--- src/pcie_drv_pkg.sv ---
//--------------------------------------------------------------------------
// Shared TLP field layout and BAR0 register map of the endpoint driver
// Beat layout follows the 64-bit receive local-link of the core
// Only 3DW header memory writes are described, 4DW headers are not
// Register index is address bits 5:2, upper BAR0 bits alias
//--------------------------------------------------------------------------
`default_nettype none

package pcie_drv_pkg;

    //----------------------------------------------------------------------
    // TLP header fields
    //----------------------------------------------------------------------
    localparam logic [6:0] TLP_FMT_TYPE_MWR32 = 7'b10_00000; // 3DW MWr with data

    // DW0 and DW1 of a start beat
    typedef struct packed {
        logic        rsvd0;       // DW0 bit 31
        logic [6:0]  fmt_type;    // Fmt and type
        logic [13:0] misc;        // TC, TD, EP, attr and reserved
        logic [9:0]  length;      // Payload in DW
        logic [15:0] req_id;      // Requester id
        logic [7:0]  tag;
        logic [3:0]  last_be;
        logic [3:0]  first_be;
    } tlp_hdr_view_t;

    // DW2 and DW3 of the second beat of a 3DW write
    typedef struct packed {
        logic [31:0] addr;        // Byte address, bits 1:0 zero
        logic [31:0] data;        // Single write DW
    } tlp_ad_view_t;

    // One receive beat, decoded by position in the packet
    typedef union packed {
        tlp_hdr_view_t hdr;
        tlp_ad_view_t  ad;
    } rx_beat_t;

    //----------------------------------------------------------------------
    // BAR0 register map
    //----------------------------------------------------------------------
    localparam int REG_ADDR_W = 4;                          // DW index width

    localparam logic [REG_ADDR_W-1:0] REG_SW_POINTER = 4'd0; // Host ring pointer
    localparam logic [REG_ADDR_W-1:0] REG_IRQ_EN     = 4'd1; // Bit 0 enables irq
    localparam logic [REG_ADDR_W-1:0] REG_SECS       = 4'd2; // Seconds load
    localparam logic [REG_ADDR_W-1:0] REG_NSECS      = 4'd3; // Nanoseconds load
    localparam logic [REG_ADDR_W-1:0] REG_TS_EN      = 4'd4; // Bit 0 timestamp en

    //----------------------------------------------------------------------
    // Misc widths and constants
    //----------------------------------------------------------------------
    localparam int PTR_W = 32;                              // Ring pointer width

    localparam logic [31:0] NS_PER_SEC = 32'd1_000_000_000; // Wrap point of nsecs

endpackage

`default_nettype wire

--- src/tlp_rx_decoder.sv ---
//--------------------------------------------------------------------------
// Receive local-link parser for host register writes on BAR0
// Accepts only 3DW memory writes of length 1 in exactly two beats
// Reads, 4DW headers, longer writes and other BARs are dropped silently
// Destination is always ready, so a beat counts on trn_rsrc_rdy_n low
// Output is registered, one write pulse per qualifying packet
//--------------------------------------------------------------------------
`timescale 1ns/1ps
`default_nettype none

module tlp_rx_decoder
    import pcie_drv_pkg::*;
(
    input  wire logic                  trn_clk,
    input  wire logic                  rst_n,
    input  wire rx_beat_t              trn_rd,          // Beat, view by position
    input  wire logic                  trn_rsof_n,
    input  wire logic                  trn_reof_n,
    input  wire logic                  trn_rsrc_rdy_n,
    input  wire logic                  trn_rsrc_dsc_n,  // Low abandons packet
    input  wire logic [6:0]            trn_rbar_hit_n,  // Bit 0 is BAR0
    output logic                       reg_wr_en,       // One-cycle pulse
    output logic [REG_ADDR_W-1:0]      reg_addr,        // DW index
    output logic [31:0]                reg_wr_data
);

    logic beat_ok;      // Beat transferred this cycle
    logic hdr_match;    // Start beat is a usable write
    logic wr_pending;   // Header accepted, waiting for data beat
    logic wr_fire;      // Data beat completes the write

    //----------------------------------------------------------------------
    // Beat qualification
    //----------------------------------------------------------------------
    assign beat_ok = ~trn_rsrc_rdy_n;

    // Single DW MWr32 to BAR0 that does not end on its first beat
    assign hdr_match = (trn_rd.hdr.fmt_type == TLP_FMT_TYPE_MWR32) &&
                       (trn_rd.hdr.length == 10'd1) &&
                       ~trn_rbar_hit_n[0] &&
                       trn_reof_n;

    // Second beat must also be the last one
    assign wr_fire = beat_ok && trn_rsrc_dsc_n && trn_rsof_n && ~trn_reof_n &&
                     wr_pending;

    //----------------------------------------------------------------------
    // Packet tracking
    //----------------------------------------------------------------------
    always_ff @(posedge trn_clk or negedge rst_n) begin
        if (!rst_n) begin
            wr_pending <= 1'b0;
            reg_wr_en  <= 1'b0;
        end else begin
            reg_wr_en <= wr_fire;                   // Pulse, no acknowledge
            if (!trn_rsrc_dsc_n) begin
                wr_pending <= 1'b0;                 // Discontinue drops packet
            end else if (beat_ok) begin
                if (!trn_rsof_n) begin
                    wr_pending <= hdr_match;        // New packet starts
                end else begin
                    wr_pending <= 1'b0;             // Any later beat ends wait
                end
            end
        end
    end

    // Address and data view of the second beat
    always_ff @(posedge trn_clk) begin
        if (wr_fire) begin
            reg_addr    <= trn_rd.ad.addr[5:2];     // DW index in BAR0
            reg_wr_data <= trn_rd.ad.data;
        end
    end

endmodule

`default_nettype wire

--- src/sys_time.sv ---
//--------------------------------------------------------------------------
// System time counters for receive timestamps
// Nanoseconds step by NS_PER_CYCLE each trn_clk cycle
// A host value of nsecs above NS_PER_SEC is reduced one second per cycle
// Register writes win over the step in the same cycle
//--------------------------------------------------------------------------
`timescale 1ns/1ps
`default_nettype none

module sys_time
    import pcie_drv_pkg::*;
#(
    parameter int unsigned NS_PER_CYCLE = 4                 // 250 MHz clock
) (
    input  wire logic                  trn_clk,
    input  wire logic                  rst_n,
    input  wire logic                  reg_wr_en,
    input  wire logic [REG_ADDR_W-1:0] reg_addr,
    input  wire logic [31:0]           reg_wr_data,
    output logic [31:0]                sys_nsecs,
    output logic [31:0]                sys_secs,
    output logic                       rx_timestamp_en
);

    logic [32:0] ns_sum;      // Next nsecs before wrap, carry kept
    logic [31:0] ns_rem;      // Remainder after one second
    logic        ns_wrap;     // Second boundary crossed
    logic        wr_secs;
    logic        wr_nsecs;
    logic        wr_ts_en;

    assign ns_sum  = {1'b0, sys_nsecs} + 33'(NS_PER_CYCLE);
    assign ns_rem  = ns_sum[31:0] - NS_PER_SEC;
    assign ns_wrap = (ns_sum >= {1'b0, NS_PER_SEC});

    assign wr_secs  = reg_wr_en && (reg_addr == REG_SECS);
    assign wr_nsecs = reg_wr_en && (reg_addr == REG_NSECS);
    assign wr_ts_en = reg_wr_en && (reg_addr == REG_TS_EN);

    //----------------------------------------------------------------------
    // Counters and timestamp enable
    //----------------------------------------------------------------------
    always_ff @(posedge trn_clk or negedge rst_n) begin
        if (!rst_n) begin
            sys_nsecs       <= 32'd0;
            sys_secs        <= 32'd0;
            rx_timestamp_en <= 1'b0;
        end else begin
            if (wr_nsecs) begin
                sys_nsecs <= reg_wr_data;           // Host load, no step
            end else if (ns_wrap) begin
                sys_nsecs <= ns_rem;                // Keep the remainder
            end else begin
                sys_nsecs <= ns_sum[31:0];
            end

            if (wr_secs) begin
                sys_secs <= reg_wr_data;
            end else if (ns_wrap && !wr_nsecs) begin
                sys_secs <= sys_secs + 32'd1;       // Carry from nsecs
            end

            if (wr_ts_en) begin
                rx_timestamp_en <= reg_wr_data[0];
            end
        end
    end

endmodule

`default_nettype wire

--- src/interrupt_ctrl.sv ---
//--------------------------------------------------------------------------
// Ring interrupt controller with the core's cfg_interrupt handshake
// One interrupt per software pointer write, while pointers differ
// A started request is held until ready even if the enable drops
// A core that never gives ready stalls only this block
//--------------------------------------------------------------------------
`timescale 1ns/1ps
`default_nettype none

module interrupt_ctrl
    import pcie_drv_pkg::*;
(
    input  wire logic                  trn_clk,
    input  wire logic                  rst_n,
    input  wire logic                  reg_wr_en,
    input  wire logic [REG_ADDR_W-1:0] reg_addr,
    input  wire logic [31:0]           reg_wr_data,
    input  wire logic [PTR_W-1:0]      hw_pointer,          // Hardware ring position
    input  wire logic                  cfg_interrupt_rdy_n, // Core takes request
    output logic                       cfg_interrupt_n      // Low while requesting
);

    logic [PTR_W-1:0] sw_pointer;   // Last position acked by the host
    logic             irq_en;       // Host interrupt enable
    logic             armed;        // Allowed one more interrupt
    logic             wr_sw_ptr;
    logic             wr_irq_en;
    logic             irq_req;      // Start a new request
    logic             hs_done;      // Core accepted the request

    //----------------------------------------------------------------------
    // Register decode and request rule
    //----------------------------------------------------------------------
    assign wr_sw_ptr = reg_wr_en && (reg_addr == REG_SW_POINTER);
    assign wr_irq_en = reg_wr_en && (reg_addr == REG_IRQ_EN);

    // Idle means no request on the core port
    assign irq_req = armed && irq_en && cfg_interrupt_n &&
                     (hw_pointer != sw_pointer);

    assign hs_done = ~cfg_interrupt_n && ~cfg_interrupt_rdy_n;

    //----------------------------------------------------------------------
    // Host registers
    //----------------------------------------------------------------------
    always_ff @(posedge trn_clk or negedge rst_n) begin
        if (!rst_n) begin
            sw_pointer <= '0;
            irq_en     <= 1'b0;
        end else begin
            if (wr_sw_ptr) begin
                sw_pointer <= reg_wr_data;          // Host progress
            end
            if (wr_irq_en) begin
                irq_en <= reg_wr_data[0];
            end
        end
    end

    //----------------------------------------------------------------------
    // Arming and handshake
    //----------------------------------------------------------------------
    always_ff @(posedge trn_clk or negedge rst_n) begin
        if (!rst_n) begin
            armed           <= 1'b1;                // Armed out of reset
            cfg_interrupt_n <= 1'b1;
        end else begin
            if (wr_sw_ptr) begin
                armed <= 1'b1;                      // New ack wins over disarm
            end else if (hs_done) begin
                armed <= 1'b0;                      // Wait for host ack
            end

            if (hs_done) begin
                cfg_interrupt_n <= 1'b1;            // Release next cycle
            end else if (irq_req) begin
                cfg_interrupt_n <= 1'b0;            // Hold until ready
            end
        end
    end

endmodule

`default_nettype wire

--- src/pcie_endpoint_driver.sv ---
//--------------------------------------------------------------------------
// Endpoint driver control path reached through BAR0 writes
// Receive link is never back-pressured, trn_rdst_rdy_n is tied low
// No completions and no transmit path, so credits are not used
// Register value lands one cycle after the end beat of a write
//--------------------------------------------------------------------------
`timescale 1ns/1ps
`default_nettype none

module pcie_endpoint_driver
    import pcie_drv_pkg::*;
#(
    parameter int unsigned NS_PER_CYCLE = 4                 // 250 MHz clock
) (
    input  wire logic             trn_clk,
    input  wire logic             rst_n,
    // Receive local-link
    input  wire rx_beat_t         trn_rd,
    input  wire logic             trn_rsof_n,
    input  wire logic             trn_reof_n,
    input  wire logic             trn_rsrc_rdy_n,
    input  wire logic             trn_rsrc_dsc_n,
    output logic                  trn_rdst_rdy_n,
    input  wire logic [6:0]       trn_rbar_hit_n,
    // Ring and interrupt
    input  wire logic [PTR_W-1:0] hw_pointer,
    output logic                  cfg_interrupt_n,
    input  wire logic             cfg_interrupt_rdy_n,
    // System time
    output logic [31:0]           sys_nsecs,
    output logic [31:0]           sys_secs,
    output logic                  rx_timestamp_en
);

    logic                  reg_wr_en;     // Decoded write pulse
    logic [REG_ADDR_W-1:0] reg_addr;
    logic [31:0]           reg_wr_data;

    assign trn_rdst_rdy_n = 1'b0;         // Always listening

    tlp_rx_decoder u_tlp_rx_decoder (
        .trn_clk        (trn_clk),
        .rst_n          (rst_n),
        .trn_rd         (trn_rd),
        .trn_rsof_n     (trn_rsof_n),
        .trn_reof_n     (trn_reof_n),
        .trn_rsrc_rdy_n (trn_rsrc_rdy_n),
        .trn_rsrc_dsc_n (trn_rsrc_dsc_n),
        .trn_rbar_hit_n (trn_rbar_hit_n),
        .reg_wr_en      (reg_wr_en),
        .reg_addr       (reg_addr),
        .reg_wr_data    (reg_wr_data)
    );

    sys_time #(
        .NS_PER_CYCLE (NS_PER_CYCLE)
    ) u_sys_time (
        .trn_clk         (trn_clk),
        .rst_n           (rst_n),
        .reg_wr_en       (reg_wr_en),
        .reg_addr        (reg_addr),
        .reg_wr_data     (reg_wr_data),
        .sys_nsecs       (sys_nsecs),
        .sys_secs        (sys_secs),
        .rx_timestamp_en (rx_timestamp_en)
    );

    interrupt_ctrl u_interrupt_ctrl (
        .trn_clk             (trn_clk),
        .rst_n               (rst_n),
        .reg_wr_en           (reg_wr_en),
        .reg_addr            (reg_addr),
        .reg_wr_data         (reg_wr_data),
        .hw_pointer          (hw_pointer),
        .cfg_interrupt_rdy_n (cfg_interrupt_rdy_n),
        .cfg_interrupt_n     (cfg_interrupt_n)
    );

endmodule

`default_nettype wire

--- config.mk ---
export PLATFORM = sky130hd
export DESIGN_NAME = pcie_endpoint_driver
export DESIGN_NICKNAME = d
export VERILOG_FILES = /design/src/pcie_drv_pkg.sv /design/src/tlp_rx_decoder.sv /design/src/sys_time.sv /design/src/interrupt_ctrl.sv /design/src/pcie_endpoint_driver.sv
export SDC_FILE = /design/constraint.sdc
export NUM_CORES = 1
export LEC_CHECK = 0
export BUFFER_PORTS_ARGS = -buffer_cell sky130_fd_sc_hd__buf_2
export CAP_MARGIN = 20
export CELL_PAD_IN_SITES_DETAIL_PLACEMENT = 0
export CELL_PAD_IN_SITES_GLOBAL_PLACEMENT = 2
export CORE_MARGIN = 2
export CORE_UTILIZATION = 34
export DETAILED_ROUTE_END_ITERATION = 6
export HOLD_SLACK_MARGIN = 0.06
export PLACE_DENSITY = 0.87
export SYNTH_ARGS = -nofsm -noshare
export SYNTH_HDL_FRONTEND = slang
export SYNTH_SLANG_ARGS = --single-unit
--- constraint.sdc ---
create_clock -name trn_clk -period 4.2 [get_ports trn_clk]
set_clock_uncertainty 0.05 [all_clocks]
set_input_delay 0.42 -clock trn_clk [delete_from_list [all_inputs] [get_ports trn_clk]]
set_output_delay 0.42 -clock trn_clk [all_outputs]
set_load 0.02 [all_outputs]
==> impl_results.md <==
- Status: complete, no violations
- Skew-Pair Late Insertion Delay: 0.43 ns
- Worst slew margin: 0.4204
- Die X: 153.7 µm
- Gate Count Post-Synth: 750
- Share of cells above drive strength 1: 0.2943
- Clock share of power: 0.523
- Sinks on Clock Net: 138
- Sequential power share: 0.447
- CORE AREA: 0.02189 mm²
- Largest cells by area after synthesis: dfrtp_1, edfxtp_1, xnor2_1, mux2_2, nand2_1
- Routed Antenna Nets: 0
- Initial antenna violation count: 0
- DRT iter0 DRCs: 497
- First-pass GRT wire length: 35.54 mm
- Final min period: 3.956 ns
- Vias after detailed routing: 6471
- Final instance area: 0.009448 mm²
- Crit path launch type: flip-flop
- FP Rows: 54
- Worst min-delay path category: in2reg
- Area leader, netlist: dfrtp_1
- RR Startpoint: u_sys_time.sys_nsecs[15]
- Fillers: 2173
- Ratio of final minimum period to clock period: 0.9420
- Yosys Warn Count: 0
- Max-slew violation count: 0
- IO buf count: 154
- R2R cell count: 11
- Vias in the first global route: 6214
- Sequential fraction of the synthesis area: 0.4771
- CTS tree: built
- Starting Density: 0.3481
- Worst R2R Setup Slack: 0.24 ns
- Switching pwr: 647.4 µW
- IO Pins: 177
- Worst Tran Pin Value: 0.8615 ns
- Via density: 5.344
- Clock slew at reported path FFs: 0.06 ns
- Ant diodes: 0
- First-pass detailed-route iteration total: 5
- CP Cell Sequence: nand4_1 > or2_1 > or3_1 > a22o_1 > nor4_1 > a41oi_1 > o31a_1 > o21ai_4 > and3_1 > a31oi_1 > a211o_1
- Sw Ratio: 0.2099
- Dpl cell area: 0.008805 mm²
- Syn avg cell area: 10.16 µm²
- Placed wire-length estimate: 17.31 mm
- H-Tree Depth: 4
- Gr ovfl total: 0
- Drt drc: 0
- Most frequent cell after synthesis: dfrtp_1
- TritonCTS Buffers: 17
- Crit-path max cell delay: 0.48 ns
- Cell area after synthesis: 0.007621 mm²
- Routed Wire Length: 22.98 mm
- Reg2Reg Capture Point: u_sys_time.sys_secs[16]
- Final Hold Violating Endpoints: 0
- Setup violators final: 0
- P_leak: 0.004122 µW
- Hold Worst Slack: 0.09398 ns
- Worst VDD drop: 0.0002765 V
- Die area: 0.02363 mm²
- Post-synth EDFFs: 36
- Arrival @ worst endpoint: 4.22 ns
- Maximum number of pins on one net before global-route repair: 39
- WP data required: 4.46 ns
- Total nets after synthesis: 864
- Post-CTS setup buffer count: 0
- CTS root buf: clkbuf_16
- Async set or reset register ratio after synthesis: 0.7391
- Synth cell types: 80
- PD cells: 326.4 mW/mm²
- RSZ-0062 raised after global routing: no
- Logic pwr share: 0.030
- Type of element capturing the critical path: flip-flop
- DP Cell Count: 1178
- Synth top area share: 0.3284
- Non-Filler Instances: 1211
- Fin util: 0.4316
- CP max FO: 10
- Slowest CP cell: dfrtp_1
- Max Cap Viol: 0
- Post-DR wirelength/cell: 18.98 µm
- Critical path class: reg2reg
- Crit path to: u_sys_time.sys_secs[16]
- Syn-to-layout area delta: 23.97%
- RePlAce Congestion: 0.8521
- Synth cell count leaders: dfrtp_1, nand2_1, xnor2_1
- FMAX: 252.8 MHz
- Ys flop type: dfrtp_1
- Crit path launch: u_sys_time.sys_nsecs[15]
- Nets@finish: 1032
- Setup TNS: 0 ns
- Max Root-Sink Buffers: 2
- Die Height: 153.7 µm
- Pint: 2436 µW
- GRT Util Overall: 0.1931
- Yosys reg bits: 138
[layout by cell type, fill, tap and decap left out, types with 17 or more instances in the layout]
master | netlist | layout
o21ai_0 | 33 | 33
a21oi_1 | 28 | 28
and3_1 | 19 | 19
edfxtp_1 | 36 | 36
buf_4 | 6 | 33
nand3_1 | 26 | 26
nor2_1 | 58 | 58
xnor2_1 | 63 | 63
buf_2 | 10 | 153
clkbuf_16 | 0 | 17
nor3_1 | 25 | 25
mux2_2 | 38 | 38
nand4_1 | 27 | 27
nand2_1 | 69 | 69
dfrtp_1 | 100 | 100
[through the flow]
step | setup slack, ns | power, µW
6_report | 0.2437 | 3084
5_1_grt | 0.01743 | 3176
4_1_cts | 0.1398 | 3110
3_5_place_dp | 0.1513 | 1498
3_3_place_gp | 0.1903 | 1497
2_1_floorplan | 0.3731 | 1424
[cells by family (layout without fill, tap and decap cells)]
group | Yosys count | after routing | synth area share
flops | 138 | 138 | 0.4771
compound gates | 146 | 146 | 0.1327
other cells | 1 | 1 | 0.0004921
xor+xnor | 78 | 78 | 0.08964
fa+ha+maj | 4 | 4 | 0.006567
simple gates | 295 | 295 | 0.2064
buf+inv | 49 | 230 | 0.02972
mux | 39 | 39 | 0.05746
[flip-flops by register name, indices dropped and copies added, names as in the netlist]
name / cells
u_sys_time.sys_nsecs: 32
u_tlp_rx_decoder.reg_wr_data: 32
u_interrupt_ctrl.sw_pointer: 32
u_sys_time.sys_secs: 32
u_tlp_rx_decoder.wr_pending: 1
u_interrupt_ctrl.cfg_interrupt_n: 1
u_tlp_rx_decoder.reg_wr_en: 1
u_interrupt_ctrl.irq_en: 1
u_sys_time.rx_timestamp_en: 1
u_interrupt_ctrl.armed: 1
u_tlp_rx_decoder.reg_addr: 4
[routing by layer]
metal	wire, µm	track usage
met2	10650	0.3088
met1	10660	0.2673
met4	459	0.05723
met5	0	0
met3	1219	0.03692
[worst max-delay path, delay by kind of cell, from the launching register on]
kind	cells	cell delay, ns
simple gates	5	1.93
compound gates	6	1.39
flops	1	0.48
[what timing repair did]
item                                    CTS  global route
gates resized for setup                   0             1
hold buffers                              1             0
endpoints found under the hold margin    36             0
endpoints found under the setup margin    0             9
[how the worst min path moves through the flow]
stage,depth (start not counted),end,startpoint
after global placement,1,u_sys_time.sys_nsecs[29],rst_n
after global routing,1,u_tlp_rx_decoder.reg_wr_data[16],trn_rd[16]
after detailed placement,1,u_sys_time.sys_nsecs[29],rst_n
final,2,u_interrupt_ctrl.cfg_interrupt_n,cfg_interrupt_rdy_n
after CTS,2,u_interrupt_ctrl.cfg_interrupt_n,cfg_interrupt_rdy_n
after floorplan,0,u_interrupt_ctrl.irq_en,rst_n
[power by group through the flow]
stage,Sequential [µW],Clock (µW),Combinational (µW)
final,1380,1610,91.0
after floorplan,1410,0,18.7
after global routing,1380,1700,102
after CTS,1380,1640,93.9
after global placement,1400,0,92.5
after detailed placement,1410,0,92.9
[layout make-up]
| cell class | instances | area [µm²] | area share |
|---|---|---|---|
| clock buffers | 19 | 442.9 | 0.04688 |
| clock inverters | 13 | 188.9 | 0.02000 |
| inverters | 11 | 41.29 | 0.004370 |
| well taps | 280 | 350.3 | 0.03708 |
| multi-input cells | 563 | 3765 | 0.3985 |
| repair buffers | 187 | 1023 | 0.1083 |
| flip-flops and latches | 138 | 3636 | 0.3849 |
(Power assumes the default switching activity.)
